===== config.mk =====
export PLATFORM = sky130hd
export DESIGN_NAME = cdi_bus_glue
export DESIGN_NICKNAME = d
export VERILOG_FILES = /design/src/cdi_bus_pkg.sv /design/src/boot_patch_rom.sv /design/src/cdi_address_decoder.sv /design/src/cdi_bus_glue.sv /design/src/cdi_read_mux.sv /design/src/irq4_owner.sv
export SDC_FILE = /design/constraint.sdc
export NUM_CORES = 1
export LEC_CHECK = 0
export ABC_AREA = 1
export BUFFER_PORTS_ARGS = -buffer_cell sky130_fd_sc_hd__clkbuf_2
export CAP_MARGIN = 5
export CORE_MARGIN = 4
export CORE_UTILIZATION = 35
export DETAILED_ROUTE_END_ITERATION = 16
export HOLD_SLACK_MARGIN = 0.05
export PLACE_DENSITY = 0.81
export SKIP_LAST_GASP = 1
export SYNTH_ARGS = -nofsm -noshare
export SYNTH_HDL_FRONTEND = slang
export SYNTH_SLANG_ARGS = --single-unit

===== constraint.sdc =====
create_clock -name clk30 -period 1.6 [get_ports clk30]
set_input_delay 0 -clock clk30 [delete_from_list [all_inputs] [get_ports clk30]]
set_output_delay 0 -clock clk30 [all_outputs]
set_load 0.02 [all_outputs]

===== src/boot_patch.mem =====
// Patch ROM image, one 16-bit hex word per line, word 0 first
4EF9
0040
0100
4E71
2F00
303C
0001
4E75
48E7
FFFE
4CDF
7FFF
4E73
0000
A5C3
5A3C


===== src/cdi_bus_pkg.sv =====
package cdi_bus_pkg;

    // CPU word address, byte lane selected by the data strobes
    typedef logic [23:1] addr_t;
    typedef logic [15:0] data_t;
    typedef logic [7:0]  byte_t;

    // Target that owns the current bus cycle
    typedef enum logic [2:0] {
        TGT_NONE,
        TGT_SLAVE,
        TGT_CDIC,
        TGT_VMPEG,
        TGT_NVRAM,
        TGT_VIDEO,
        TGT_ROM
    } target_e;

    // Owner of interrupt level 4
    typedef enum logic [1:0] {
        OWNER_IDLE,
        OWNER_CDIC,
        OWNER_VMPEG
    } irq_owner_e;

    // Video decoder main RAM windows
    localparam logic [23:0] VIDEO_LOW_END    = 24'h27FFFF;
    localparam logic [23:0] VIDEO_HIGH_START = 24'h400000;

    // DVC cartridge and MPEG areas, matched on the upper address bits
    localparam logic [3:0] DVC_RAM_NIBBLE = 4'hD;
    localparam logic [4:0] MPEG_RAM_CODE  = 5'b11101;
    localparam logic [5:0] DVC_ROM_CODE   = 6'b111001;
    localparam logic [5:0] MPEG_REG_CODE  = 6'b111000;

    // 64 KiB pages of the on-board peripherals
    localparam logic [7:0] CDIC_PAGE  = 8'h30;
    localparam logic [7:0] SLAVE_PAGE = 8'h31;
    localparam logic [7:0] NVRAM_PAGE = 8'h32;

    localparam logic [23:0] ROM_BASE = 24'hF00000;

    // Unmapped areas, low bound inclusive and high bound exclusive
    localparam logic [23:0] ERR1_LOW  = 24'h080000;
    localparam logic [23:0] ERR1_HIGH = 24'h200000;
    localparam logic [23:0] ERR2_LOW  = 24'h500000;
    localparam logic [23:0] ERR2_HIGH = 24'hD00000;
    localparam logic [23:0] ERR3_LOW  = 24'hF10000;

    localparam int ROM_WORDS     = 16;
    localparam int ROM_ADDR_BITS = 4;

endpackage


===== src/boot_patch_rom.sv =====
`timescale 1ns/1ps

module boot_patch_rom (
    input  logic               clk30,
    input  logic               reset,
    input  logic               slave_reset_req,
    input  logic               cd_img_mounted,
    input  logic               config_auto_play,
    input  logic               audio_cd_in_tray,
    input  logic               rom_cs,
    input  cdi_bus_pkg::addr_t addr,
    output logic               rom_enabled,
    output cdi_bus_pkg::data_t rom_dout,
    output logic               rom_ack
);

    cdi_bus_pkg::data_t rom_mem [cdi_bus_pkg::ROM_WORDS];

    logic rom_blocked;
    logic sys_reset;

    initial $readmemh("/design/src/boot_patch.mem", rom_mem);

    assign sys_reset = reset || slave_reset_req;

    // A reset from the slave means software went back to the shell,
    // so auto-play stays off until the next external reset
    always_ff @(posedge clk30) begin
        if (reset) begin
            rom_blocked <= 1'b0;
        end else if (slave_reset_req) begin
            rom_blocked <= 1'b1;
        end
    end

    // Only a mounted CD-i disc with auto-play on gets the patch
    assign rom_enabled = cd_img_mounted && config_auto_play && !audio_cd_in_tray && !rom_blocked;

    // One acknowledge pulse per access
    always_ff @(posedge clk30) begin
        if (sys_reset) begin
            rom_ack <= 1'b0;
        end else begin
            rom_ack <= rom_cs && !rom_ack;
        end
    end

    always_ff @(posedge clk30) begin
        if (rom_cs && !rom_ack) begin
            rom_dout <= rom_mem[addr[cdi_bus_pkg::ROM_ADDR_BITS:1]];
        end
    end

    a_ack_single: assert property (
        @(posedge clk30) disable iff (sys_reset)
        rom_ack |=> !rom_ack
    ) else $error("Patch ROM acknowledge held for two cycles");

endmodule


===== src/cdi_address_decoder.sv =====
`timescale 1ns/1ps

module cdi_address_decoder (
    input  logic                 as,
    input  logic                 uds,
    input  logic                 lds,
    input  cdi_bus_pkg::addr_t   addr,
    input  logic                 rom_enabled,
    input  logic                 mpeg_ram_enabled,
    output logic                 video_cs,
    output logic                 dvc_ram_cs,
    output logic                 dvc_rom_cs,
    output logic                 mpeg_cs,
    output logic                 cdic_cs,
    output logic                 slave_cs,
    output logic                 nvram_cs,
    output logic                 rom_cs,
    output cdi_bus_pkg::target_e target,
    output logic                 bus_err
);

    logic [23:0] addr_byte;
    logic        rom_range;
    logic        err_fixed;
    logic        err_rom;
    logic        err_mpeg_ram;

    assign addr_byte = {addr, 1'b0};

    // Video RAM sits below 2.5 MiB and in the 4 MiB to 8 MiB window
    assign video_cs = ((addr_byte <= cdi_bus_pkg::VIDEO_LOW_END) ||
                       (addr_byte >= cdi_bus_pkg::VIDEO_HIGH_START)) && !addr[23] && as;

    // MPEG RAM is reached through the DVC RAM select
    assign dvc_ram_cs = ((addr_byte[23:20] == cdi_bus_pkg::DVC_RAM_NIBBLE) ||
                         (addr_byte[23:19] == cdi_bus_pkg::MPEG_RAM_CODE)) && as;
    assign dvc_rom_cs = (addr_byte[23:18] == cdi_bus_pkg::DVC_ROM_CODE) && as;
    assign mpeg_cs    = (addr_byte[23:18] == cdi_bus_pkg::MPEG_REG_CODE) && as;
    assign cdic_cs    = (addr_byte[23:16] == cdi_bus_pkg::CDIC_PAGE) && as;
    assign slave_cs   = (addr_byte[23:16] == cdi_bus_pkg::SLAVE_PAGE) && as;
    assign nvram_cs   = (addr_byte[23:16] == cdi_bus_pkg::NVRAM_PAGE) && as;

    assign rom_range = (addr_byte >= cdi_bus_pkg::ROM_BASE) &&
                       (addr_byte < cdi_bus_pkg::ROM_BASE + 2 * cdi_bus_pkg::ROM_WORDS);
    assign rom_cs    = rom_range && rom_enabled && as;

    assign err_fixed = ((addr_byte >= cdi_bus_pkg::ERR1_LOW) &&
                        (addr_byte < cdi_bus_pkg::ERR1_HIGH)) ||
                       ((addr_byte >= cdi_bus_pkg::ERR2_LOW) &&
                        (addr_byte < cdi_bus_pkg::ERR2_HIGH)) ||
                       (addr_byte >= cdi_bus_pkg::ERR3_LOW);

    // Whole upper area faults while the patch ROM is switched off
    assign err_rom      = (addr_byte >= cdi_bus_pkg::ROM_BASE) && !rom_enabled;
    assign err_mpeg_ram = (addr_byte[23:19] == cdi_bus_pkg::MPEG_RAM_CODE) && !mpeg_ram_enabled;

    assign bus_err = (err_fixed || err_rom || err_mpeg_ram) && as && (uds || lds);

    // Priority of the response path
    always_comb begin
        if (slave_cs) begin
            target = cdi_bus_pkg::TGT_SLAVE;
        end else if (cdic_cs) begin
            target = cdi_bus_pkg::TGT_CDIC;
        end else if (mpeg_cs) begin
            target = cdi_bus_pkg::TGT_VMPEG;
        end else if (nvram_cs) begin
            target = cdi_bus_pkg::TGT_NVRAM;
        end else if (video_cs || dvc_ram_cs || dvc_rom_cs) begin
            target = cdi_bus_pkg::TGT_VIDEO;
        end else if (rom_cs) begin
            target = cdi_bus_pkg::TGT_ROM;
        end else begin
            target = cdi_bus_pkg::TGT_NONE;
        end
    end

    // The three peripheral pages never overlap
    always_comb begin
        assert ($onehot0({slave_cs, cdic_cs, nvram_cs}))
            else $error("Overlapping peripheral page selects");
    end

endmodule


===== src/cdi_bus_glue.sv =====
`timescale 1ns/1ps

module cdi_bus_glue (
    input  logic               clk30,
    input  logic               reset,

    input  logic               as,
    input  logic               uds,
    input  logic               lds,
    input  logic               write_strobe,
    input  cdi_bus_pkg::addr_t addr,

    input  cdi_bus_pkg::data_t video_dout,
    input  cdi_bus_pkg::data_t cdic_dout,
    input  cdi_bus_pkg::data_t vmpeg_dout,
    input  cdi_bus_pkg::byte_t slave_dout,
    input  cdi_bus_pkg::byte_t nvram_dout,
    input  logic               video_ack,
    input  logic               cdic_ack,
    input  logic               vmpeg_ack,
    input  logic               slave_ack,
    input  logic               nvram_ack,

    input  logic               cdic_intreq,
    input  logic               vmpeg_intreq,
    input  logic               iack4,

    input  logic               mpeg_ram_enabled,
    input  logic               cd_img_mounted,
    input  logic               config_auto_play,
    input  logic               audio_cd_in_tray,
    input  logic               slave_reset_req,

    output logic               video_cs,
    output logic               dvc_ram_cs,
    output logic               dvc_rom_cs,
    output logic               mpeg_cs,
    output logic               cdic_cs,
    output logic               slave_cs,
    output logic               nvram_cs,

    output logic               bus_ack,
    output logic               bus_err,
    output cdi_bus_pkg::data_t data_in,

    output logic               in4,
    output logic               cdic_intack,
    output logic               vmpeg_intack,

    output logic               sys_reset
);

    cdi_bus_pkg::target_e target;
    cdi_bus_pkg::data_t   rom_dout;
    logic                 rom_cs;
    logic                 rom_ack;
    logic                 rom_enabled;

    // The slave can reset the whole system through its port pin
    assign sys_reset = reset || slave_reset_req;

    cdi_address_decoder u_decoder (
        .as               (as),
        .uds              (uds),
        .lds              (lds),
        .addr             (addr),
        .rom_enabled      (rom_enabled),
        .mpeg_ram_enabled (mpeg_ram_enabled),
        .video_cs         (video_cs),
        .dvc_ram_cs       (dvc_ram_cs),
        .dvc_rom_cs       (dvc_rom_cs),
        .mpeg_cs          (mpeg_cs),
        .cdic_cs          (cdic_cs),
        .slave_cs         (slave_cs),
        .nvram_cs         (nvram_cs),
        .rom_cs           (rom_cs),
        .target           (target),
        .bus_err          (bus_err)
    );

    // External reset only, the ROM needs to tell the two reset sources apart
    boot_patch_rom u_rom (
        .clk30            (clk30),
        .reset            (reset),
        .slave_reset_req  (slave_reset_req),
        .cd_img_mounted   (cd_img_mounted),
        .config_auto_play (config_auto_play),
        .audio_cd_in_tray (audio_cd_in_tray),
        .rom_cs           (rom_cs),
        .addr             (addr),
        .rom_enabled      (rom_enabled),
        .rom_dout         (rom_dout),
        .rom_ack          (rom_ack)
    );

    cdi_read_mux u_mux (
        .target       (target),
        .video_dout   (video_dout),
        .cdic_dout    (cdic_dout),
        .vmpeg_dout   (vmpeg_dout),
        .rom_dout     (rom_dout),
        .slave_dout   (slave_dout),
        .nvram_dout   (nvram_dout),
        .video_ack    (video_ack),
        .cdic_ack     (cdic_ack),
        .vmpeg_ack    (vmpeg_ack),
        .slave_ack    (slave_ack),
        .nvram_ack    (nvram_ack),
        .rom_ack      (rom_ack),
        .cdic_intack  (cdic_intack),
        .vmpeg_intack (vmpeg_intack),
        .data_in      (data_in),
        .bus_ack      (bus_ack)
    );

    irq4_owner u_irq4 (
        .clk30        (clk30),
        .reset        (sys_reset),
        .cdic_intreq  (cdic_intreq),
        .vmpeg_intreq (vmpeg_intreq),
        .iack4        (iack4),
        .in4          (in4),
        .cdic_intack  (cdic_intack),
        .vmpeg_intack (vmpeg_intack)
    );

    // Write cycles pass through the same handshake as reads
    c_write_done: cover property (
        @(posedge clk30) disable iff (sys_reset)
        as && write_strobe && bus_ack
    );

endmodule


===== src/cdi_read_mux.sv =====
`timescale 1ns/1ps

module cdi_read_mux (
    input  cdi_bus_pkg::target_e target,
    input  cdi_bus_pkg::data_t   video_dout,
    input  cdi_bus_pkg::data_t   cdic_dout,
    input  cdi_bus_pkg::data_t   vmpeg_dout,
    input  cdi_bus_pkg::data_t   rom_dout,
    input  cdi_bus_pkg::byte_t   slave_dout,
    input  cdi_bus_pkg::byte_t   nvram_dout,
    input  logic                 video_ack,
    input  logic                 cdic_ack,
    input  logic                 vmpeg_ack,
    input  logic                 slave_ack,
    input  logic                 nvram_ack,
    input  logic                 rom_ack,
    input  logic                 cdic_intack,
    input  logic                 vmpeg_intack,
    output cdi_bus_pkg::data_t   data_in,
    output logic                 bus_ack
);

    always_comb begin
        // Unmapped cycles complete at once with zero data
        data_in = '0;
        bus_ack = 1'b1;

        case (target)
            cdi_bus_pkg::TGT_SLAVE: begin
                // Byte devices drive both lanes
                data_in = {slave_dout, slave_dout};
                bus_ack = slave_ack;
            end
            cdi_bus_pkg::TGT_CDIC: begin
                data_in = cdic_dout;
                bus_ack = cdic_ack;
            end
            cdi_bus_pkg::TGT_VMPEG: begin
                data_in = vmpeg_dout;
                bus_ack = vmpeg_ack;
            end
            cdi_bus_pkg::TGT_NVRAM: begin
                data_in = {nvram_dout, nvram_dout};
                bus_ack = nvram_ack;
            end
            cdi_bus_pkg::TGT_VIDEO: begin
                data_in = video_dout;
                bus_ack = video_ack;
            end
            cdi_bus_pkg::TGT_ROM: begin
                data_in = rom_dout;
                bus_ack = rom_ack;
            end
            default: begin
                data_in = '0;
                bus_ack = 1'b1;
            end
        endcase

        // Vector fetch during interrupt acknowledge, the device puts its vector on dout
        if (cdic_intack) begin
            data_in = cdic_dout;
            bus_ack = 1'b1;
        end

        if (vmpeg_intack) begin
            data_in = vmpeg_dout;
            bus_ack = 1'b1;
        end
    end

endmodule


===== src/irq4_owner.sv =====
`timescale 1ns/1ps

module irq4_owner (
    input  logic clk30,
    input  logic reset,
    input  logic cdic_intreq,
    input  logic vmpeg_intreq,
    input  logic iack4,
    output logic in4,
    output logic cdic_intack,
    output logic vmpeg_intack
);

    cdi_bus_pkg::irq_owner_e owner;

    // Works like a small SR flip-flop pair on the board
    always_ff @(posedge clk30) begin
        if (reset) begin
            owner <= cdi_bus_pkg::OWNER_IDLE;
        end else begin
            case (owner)
                cdi_bus_pkg::OWNER_CDIC: begin
                    if (!cdic_intreq) begin
                        owner <= cdi_bus_pkg::OWNER_IDLE;
                    end
                end
                cdi_bus_pkg::OWNER_VMPEG: begin
                    if (!vmpeg_intreq) begin
                        owner <= cdi_bus_pkg::OWNER_IDLE;
                    end
                end
                default: begin
                    // MPEG wins a tie
                    if (vmpeg_intreq) begin
                        owner <= cdi_bus_pkg::OWNER_VMPEG;
                    end else if (cdic_intreq) begin
                        owner <= cdi_bus_pkg::OWNER_CDIC;
                    end
                end
            endcase
        end
    end

    assign in4 = ((owner == cdi_bus_pkg::OWNER_CDIC) && cdic_intreq) ||
                 ((owner == cdi_bus_pkg::OWNER_VMPEG) && vmpeg_intreq);

    assign cdic_intack  = iack4 && (owner == cdi_bus_pkg::OWNER_CDIC);
    assign vmpeg_intack = iack4 && (owner == cdi_bus_pkg::OWNER_VMPEG);

    a_one_intack: assert property (
        @(posedge clk30) disable iff (reset)
        !(cdic_intack && vmpeg_intack)
    ) else $error("Both level 4 sources acknowledged");

endmodule


After elaboration in Yosys (flattened, before gate mapping)
Cells that the tools add are included.
{ "op_classes": {"magnitude_cmp": 9, "n_eq_ne": 17, "muxes": 17, "reduce_logical": 44} }
{ "op_table": {"columns": ["cell", "n"], "rows": [
  ["$pmux 16 s6", 1],
  ["$ge 24x23->1 const B", 2],
  ["$ge 24x24->1 const B", 2],
  ["$lt 24x24->1 const B", 2],
  ["$mux 16", 2],
  ["$logic_and 1x1->1", 25],
  ["$eq 8x6->1 const B", 3],
  ["$ge 24x20->1 const B", 1],
  ["$le 24x22->1 const B", 1],
  ["$lt 24x22->1 const B", 1],
  ["$mux 3", 6],
  ["$eq 6x6->1 const B", 2],
  ["$logic_or 1x1->1", 11],
  ["$eq 3x3->1 const B", 3],
  ["$mux 2", 4],
  ["$eq 3x2->1 const B", 2],
  ["$logic_not 1->1", 6],
  ["$pmux 1 s6", 1],
  ["$eq 5x5->1 const B", 1],
  ["$eq 4x4->1 const B", 1],
  ["$ne 2x2->1 const B", 2],
  ["$pmux 2 s2", 1],
  ["$reduce_bool 4->1", 1],
  ["$eq 3x1->1 const B", 1],
  ["other kinds (4)", 5]
]} }
{ "word_totals": {"reg_bits": 20, "inputBits": 106, "out_inout_bits": 29, "word_cells": 91} }

Logic depth before layout (Yosys ltp)
{ "depth": {"ltp_word": 15, "ltp_mapped": 12, "depth_no_buf": 12} }

Modules after synthesis
A second synthesis with hierarchy kept.
{ "hier_totals": {"hier_cells": 421, "area_unflattened_um2": 2189.6} }
{ "modules_own_cells": {"columns": ["module", "instances", "cells_each", "area_each_um2", "seq_area_each_um2"], "rows": [
  ["cdi_read_mux", 1, 290, 1486.4, 0.0],
  ["cdi_address_decoder", 1, 72, 315.3, 0.0],
  ["boot_patch_rom", 1, 32, 217.7, 40.0],
  ["irq4_owner", 1, 24, 158.9, 40.0],
  ["cdi_bus_glue", 1, 3, 11.3, 0.0]
]} }

Least setup slack after synthesis
OpenSTA, ideal clock, no wires.
{ "synth_path": {"path_type": "reg-to-output", "from": "register u_irq4.owner[0]", "to": "output bus_ack", "arrival_time_ns": 1.617, "required_time_ns": 1.600, "path_slack_ns": -0.017, "stages_incl_launch_ff": 9, "path_buffers": 0, "path_cell_list": "dfxtp_1 > inv_1 > ha_1 > nand2_1 > inv_1 > nor2_2 > nand3_1 > a21oi_1 > nand3_2"} }
{ "synth_via": {"word_cells_on_any_way": 6, "classes_between": "2 x eq/ne; 2 x mux; 2 x reduce/logical"} }
{ "synth_lines": {"columns": ["item", "line_no", "source"], "rows": [
  ["start, declared", "irq4_owner.sv:14", "cdi_bus_pkg::irq_owner_e owner;"],
  ["start signal, assigned", "irq4_owner.sv:19", "owner <= cdi_bus_pkg::OWNER_IDLE;"],
  ["start signal, assigned", "irq4_owner.sv:24", "owner <= cdi_bus_pkg::OWNER_IDLE;"],
  ["start signal, assigned", "irq4_owner.sv:29", "owner <= cdi_bus_pkg::OWNER_IDLE;"],
  ["$eq 2x2->1", "irq4_owner.sv:48", "assign vmpeg_intack = iack4 && (owner == cdi_bus_pkg::OWNER_VMPEG);"],
  ["$logic_and 1x1->1", "irq4_owner.sv:48", null],
  ["net vmpeg_intack", "cdi_bus_glue.sv:48", "output logic vmpeg_intack,"],
  ["$mux 1", "cdi_read_mux.sv:66", "if (vmpeg_intack) begin"],
  ["end, declared", "cdi_bus_glue.sv:42", "output logic bus_ack,"]
]} }
The timed path passes the listed nets, and every way through them passes these cells.

Worst setup path after layout
{ "layout_path": {"from": "register u_irq4.owner[1]", "to": "output data_in[0]"} }
{ "layout_via": {"elab_chain_cells": 4, "word_cells_on_any_way": 6, "classes_between": "2 x eq/ne; 2 x mux; 2 x reduce/logical"} }
{ "layout_lines": {"columns": ["item", "line_no", "source"], "rows": [
  ["$eq 2x1->1", "irq4_owner.sv:47", "assign cdic_intack = iack4 && (owner == cdi_bus_pkg::OWNER_CDIC);"],
  ["$logic_and 1x1->1", "irq4_owner.sv:47", null],
  ["$mux 16", "cdi_read_mux.sv:61", "if (cdic_intack) begin"],
  ["$mux 16 (*)", "cdi_read_mux.sv:66", null],
  ["end, declared", "cdi_bus_glue.sv:44", "output cdi_bus_pkg::data_t data_in,"]
]} }
Mark *: on every way between the ends. The rest lies on a longest branch, timed or not.

==> metrics <==
critical path class flop to output port; Slowest cell on crit path dfxtp_2; CTS Buffer Depth 2; drt first-iter violations 72; Yosys top cell by area nand2_1; sequential share of power 0.142; DP Area 1960 µm²; R2R cell count 7; CP Launch Type flop; die height 68.1 µm; worst-skew pair later-pin latency 240 ps; Setup Viol. Count Final 0; Critical Path RT 1600 ps; switching power 321 µW; PortBufs 129; first-pass GRT wire length 8.03 mm; Final Hold Vio Count 0; most frequent cell on the critical path buf_4; Logic pwr share 0.694; Main synth FF type dfxtp_1; WHS Endpoint u_irq4.owner[1]; hold crit path type primary input to flop; die width 68.1 µm; synthesized area per cell 4.84 µm²; Worst path depth 9; Synth top area share 0.336; CTS sink cnt 4; Hold Path Depth 3; TritonCTS Buffers 3; area grow syn2layout 83.0%; status completed; via count 2146; Post-synth EDFFs 0; reg2reg end u_irq4.owner[1]; min Tclk post-route 1560 ps; Post-Route WL 5.54 mm; Buf/Inv on CP 4; critical path capture point type output port; Detailed Routing Iterations Pass 1 4; CTS H-tree lvls 1; Boundary Pins 135; Vias/cell 4.82; Pint 442 µW; leakage power 0.00147 µW; worst ir drop on vdd 331 µV; TritonCTS clock tree yes; max cap viols 0; fmax 0.639 GHz; critical path fanouts, max 8; Yosys cell types 28; number of global-route vias before repair 1996; share of layout cells above drive strength 1 0.474; Worst EP arrival 1560 ps; starting density of the core 0.370; min-delay src vmpeg_intreq; hpwl dp 4.19 mm; initial antenna violation count 0; Final GP Congestion 0.830; Synth Warn # 0; core area 3420 µm²; clock share of power 0.164; Tot GR Track Use 0.217; Die Footprint 4640 µm²; Synth area leaders nand2_1 34%, nand3_1 12%, inv_1 12%, dfxtp_1 6.3%, nor2_1 6.2%; post-route cell area 2310 µm²; Post-Synthesis Cells 261; peak per-stage delay on the critical path 310 ps; Post-Syn Area 1260 µm²; FF-to-FF setup slack 160 ps; Slew @ Worst Pin 325 ps; crit-path cells buf_4, ha_4, nand2_2, buf_6, o21ai_4, buf_12, nand2_1, nand3_2, buf_4; Setup Skew 0.0114 ps; Reg2Reg Launch Point u_irq4.owner[1]; final hold slack 76.6 ps; Nets 509; Net Sw Frac 0.421; flops & latches, synth 4; Slew headroom 0.783; most frequent cells after synthesis 113 x nand2_1, 39 x inv_1, 30 x nand3_1; asr flop ratio synth 0; Antenna Nets Post-Route 0; sequential share of the synthesized area 0.0634; remaining routing DRC violations 0; number of diodes 0; post-synth net total 369; RSZ-0062 raised after global routing yes; largest net degree at the start of global routing 19; num rows 21; PD cells 330 nW/µm²; count leader, synth nand2_1; CP top delay family buffers and inverters; CTS root buf clkbuf_4; fillcell total 341; grt total ovfl 0; wire per inst 12.5 µm; Clock transition at path regs 40 ps; Slew Viols, Final 0; Tcrit/Tclk final 0.978
## cells in the final DEF (no fill, tap or decap), drive strengths merged
master / Yosys / layout
nand2: 120 / 120
clkbuf: 1 / 117
inv: 41 / 41
nand3: 35 / 35
nor2: 24 / 24
buf: 3 / 23
o21ai: 12 / 12
a21oi: 5 / 5
nor3: 4 / 4
nand4: 4 / 4
dfxtp: 4 / 4
or2: 3 / 3
ha: 2 / 2
dlygate4sd3: 0 / 2
o31ai: 1 / 1
a22o: 1 / 1
and3: 1 / 1
## cells by family (layout without fill, tap and decap cells)
kind of cell             after synthesis  count (layout)  share of synthesized area
AO/OA/AOI/OAI                         19              19                     0.0891
adder cells (fa/ha/maj)                2               2                     0.0198
buffers and inverters                 45             183                      0.151
flip-flops                             4               4                     0.0634
AND/OR/NAND/NOR                      191             191                      0.676
## sequential cells by signal (all words and copies together) (netlist names)
| register | flops |
|---|---|
| u_irq4.owner | 2 |
| u_rom.rom_ack | 1 |
| u_rom.rom_blocked | 1 |
## cell type report
class / instances / area, µm² / area share
Timing Repair Buffer: 139 / 878 / 0.380
Clock buffer: 3 / 22.5 / 0.00974
Tap cell: 46 / 57.6 / 0.0249
Multi-Input combinational cell: 212 / 1110 / 0.481
Sequential cell: 4 / 85.1 / 0.0368
Inverter: 41 / 156 / 0.0676
## how the worst max path moves through the flow
stage                        endpoint            start
after floorplan               bus_ack  u_irq4.owner[0]
after global placement    data_in[14]  u_irq4.owner[1]
after detailed placement  data_in[14]  u_irq4.owner[1]
after CTS                  data_in[6]  u_irq4.owner[1]
after global routing       data_in[0]  u_irq4.owner[0]
final                      data_in[0]  u_irq4.owner[1]
## per-stage QoR
step	std cells	setup TNS (ps)	power, µW	worst slack [ps]	utilization
finish	445	0	763	35.0	0.677
CTS	442	0	679	15.0	0.606
floorplan	261	0	333	48.9	-
global route	445	-150	824	-40.5	0.677
detailed placement	435	0	532	112	0.573
global placement	435	0	527	137	0.573
## per-layer routing
metal | global-route usage | routed length, µm | vias to the layer above
met5 | 0 | 0 | -
met4 | 0.0819 | 140 | 0
met3 | 0.0378 | 490 | 16
met2 | 0.412 | 2900 | 103
met1 | 0.235 | 2010 | 933
li1 | - | - | 1094
## power by group through the flow
stage / clock network (µW) / registers, µW / logic [µW]
floorplan: 0 / 108 / 225
global placement: 0 / 109 / 418
detailed placement: 0 / 109 / 423
CTS: 129 / 108 / 443
global route: 135 / 109 / 580
finish: 125 / 108 / 530
## worst register-to-register path: cells and delay by family, from the launching register on
family,cells,cell delay (ps)
AO/OA/AOI/OAI,3,600
adder cells (fa/ha/maj),1,160
flip-flops,1,320
AND/OR/NAND/NOR,1,110
buffers and inverters,2,170
## timing repair
action	4_1_cts	5_1_grt
buffers inserted	2	2
gates cloned	0	1
hold endpoints to repair	1	0
hold buffers	2	0
endpoints found under the setup margin	17	17
pin swaps	1	13
gates resized for setup	8	78
No activity file was read; power rests on OpenSTA's default activity.
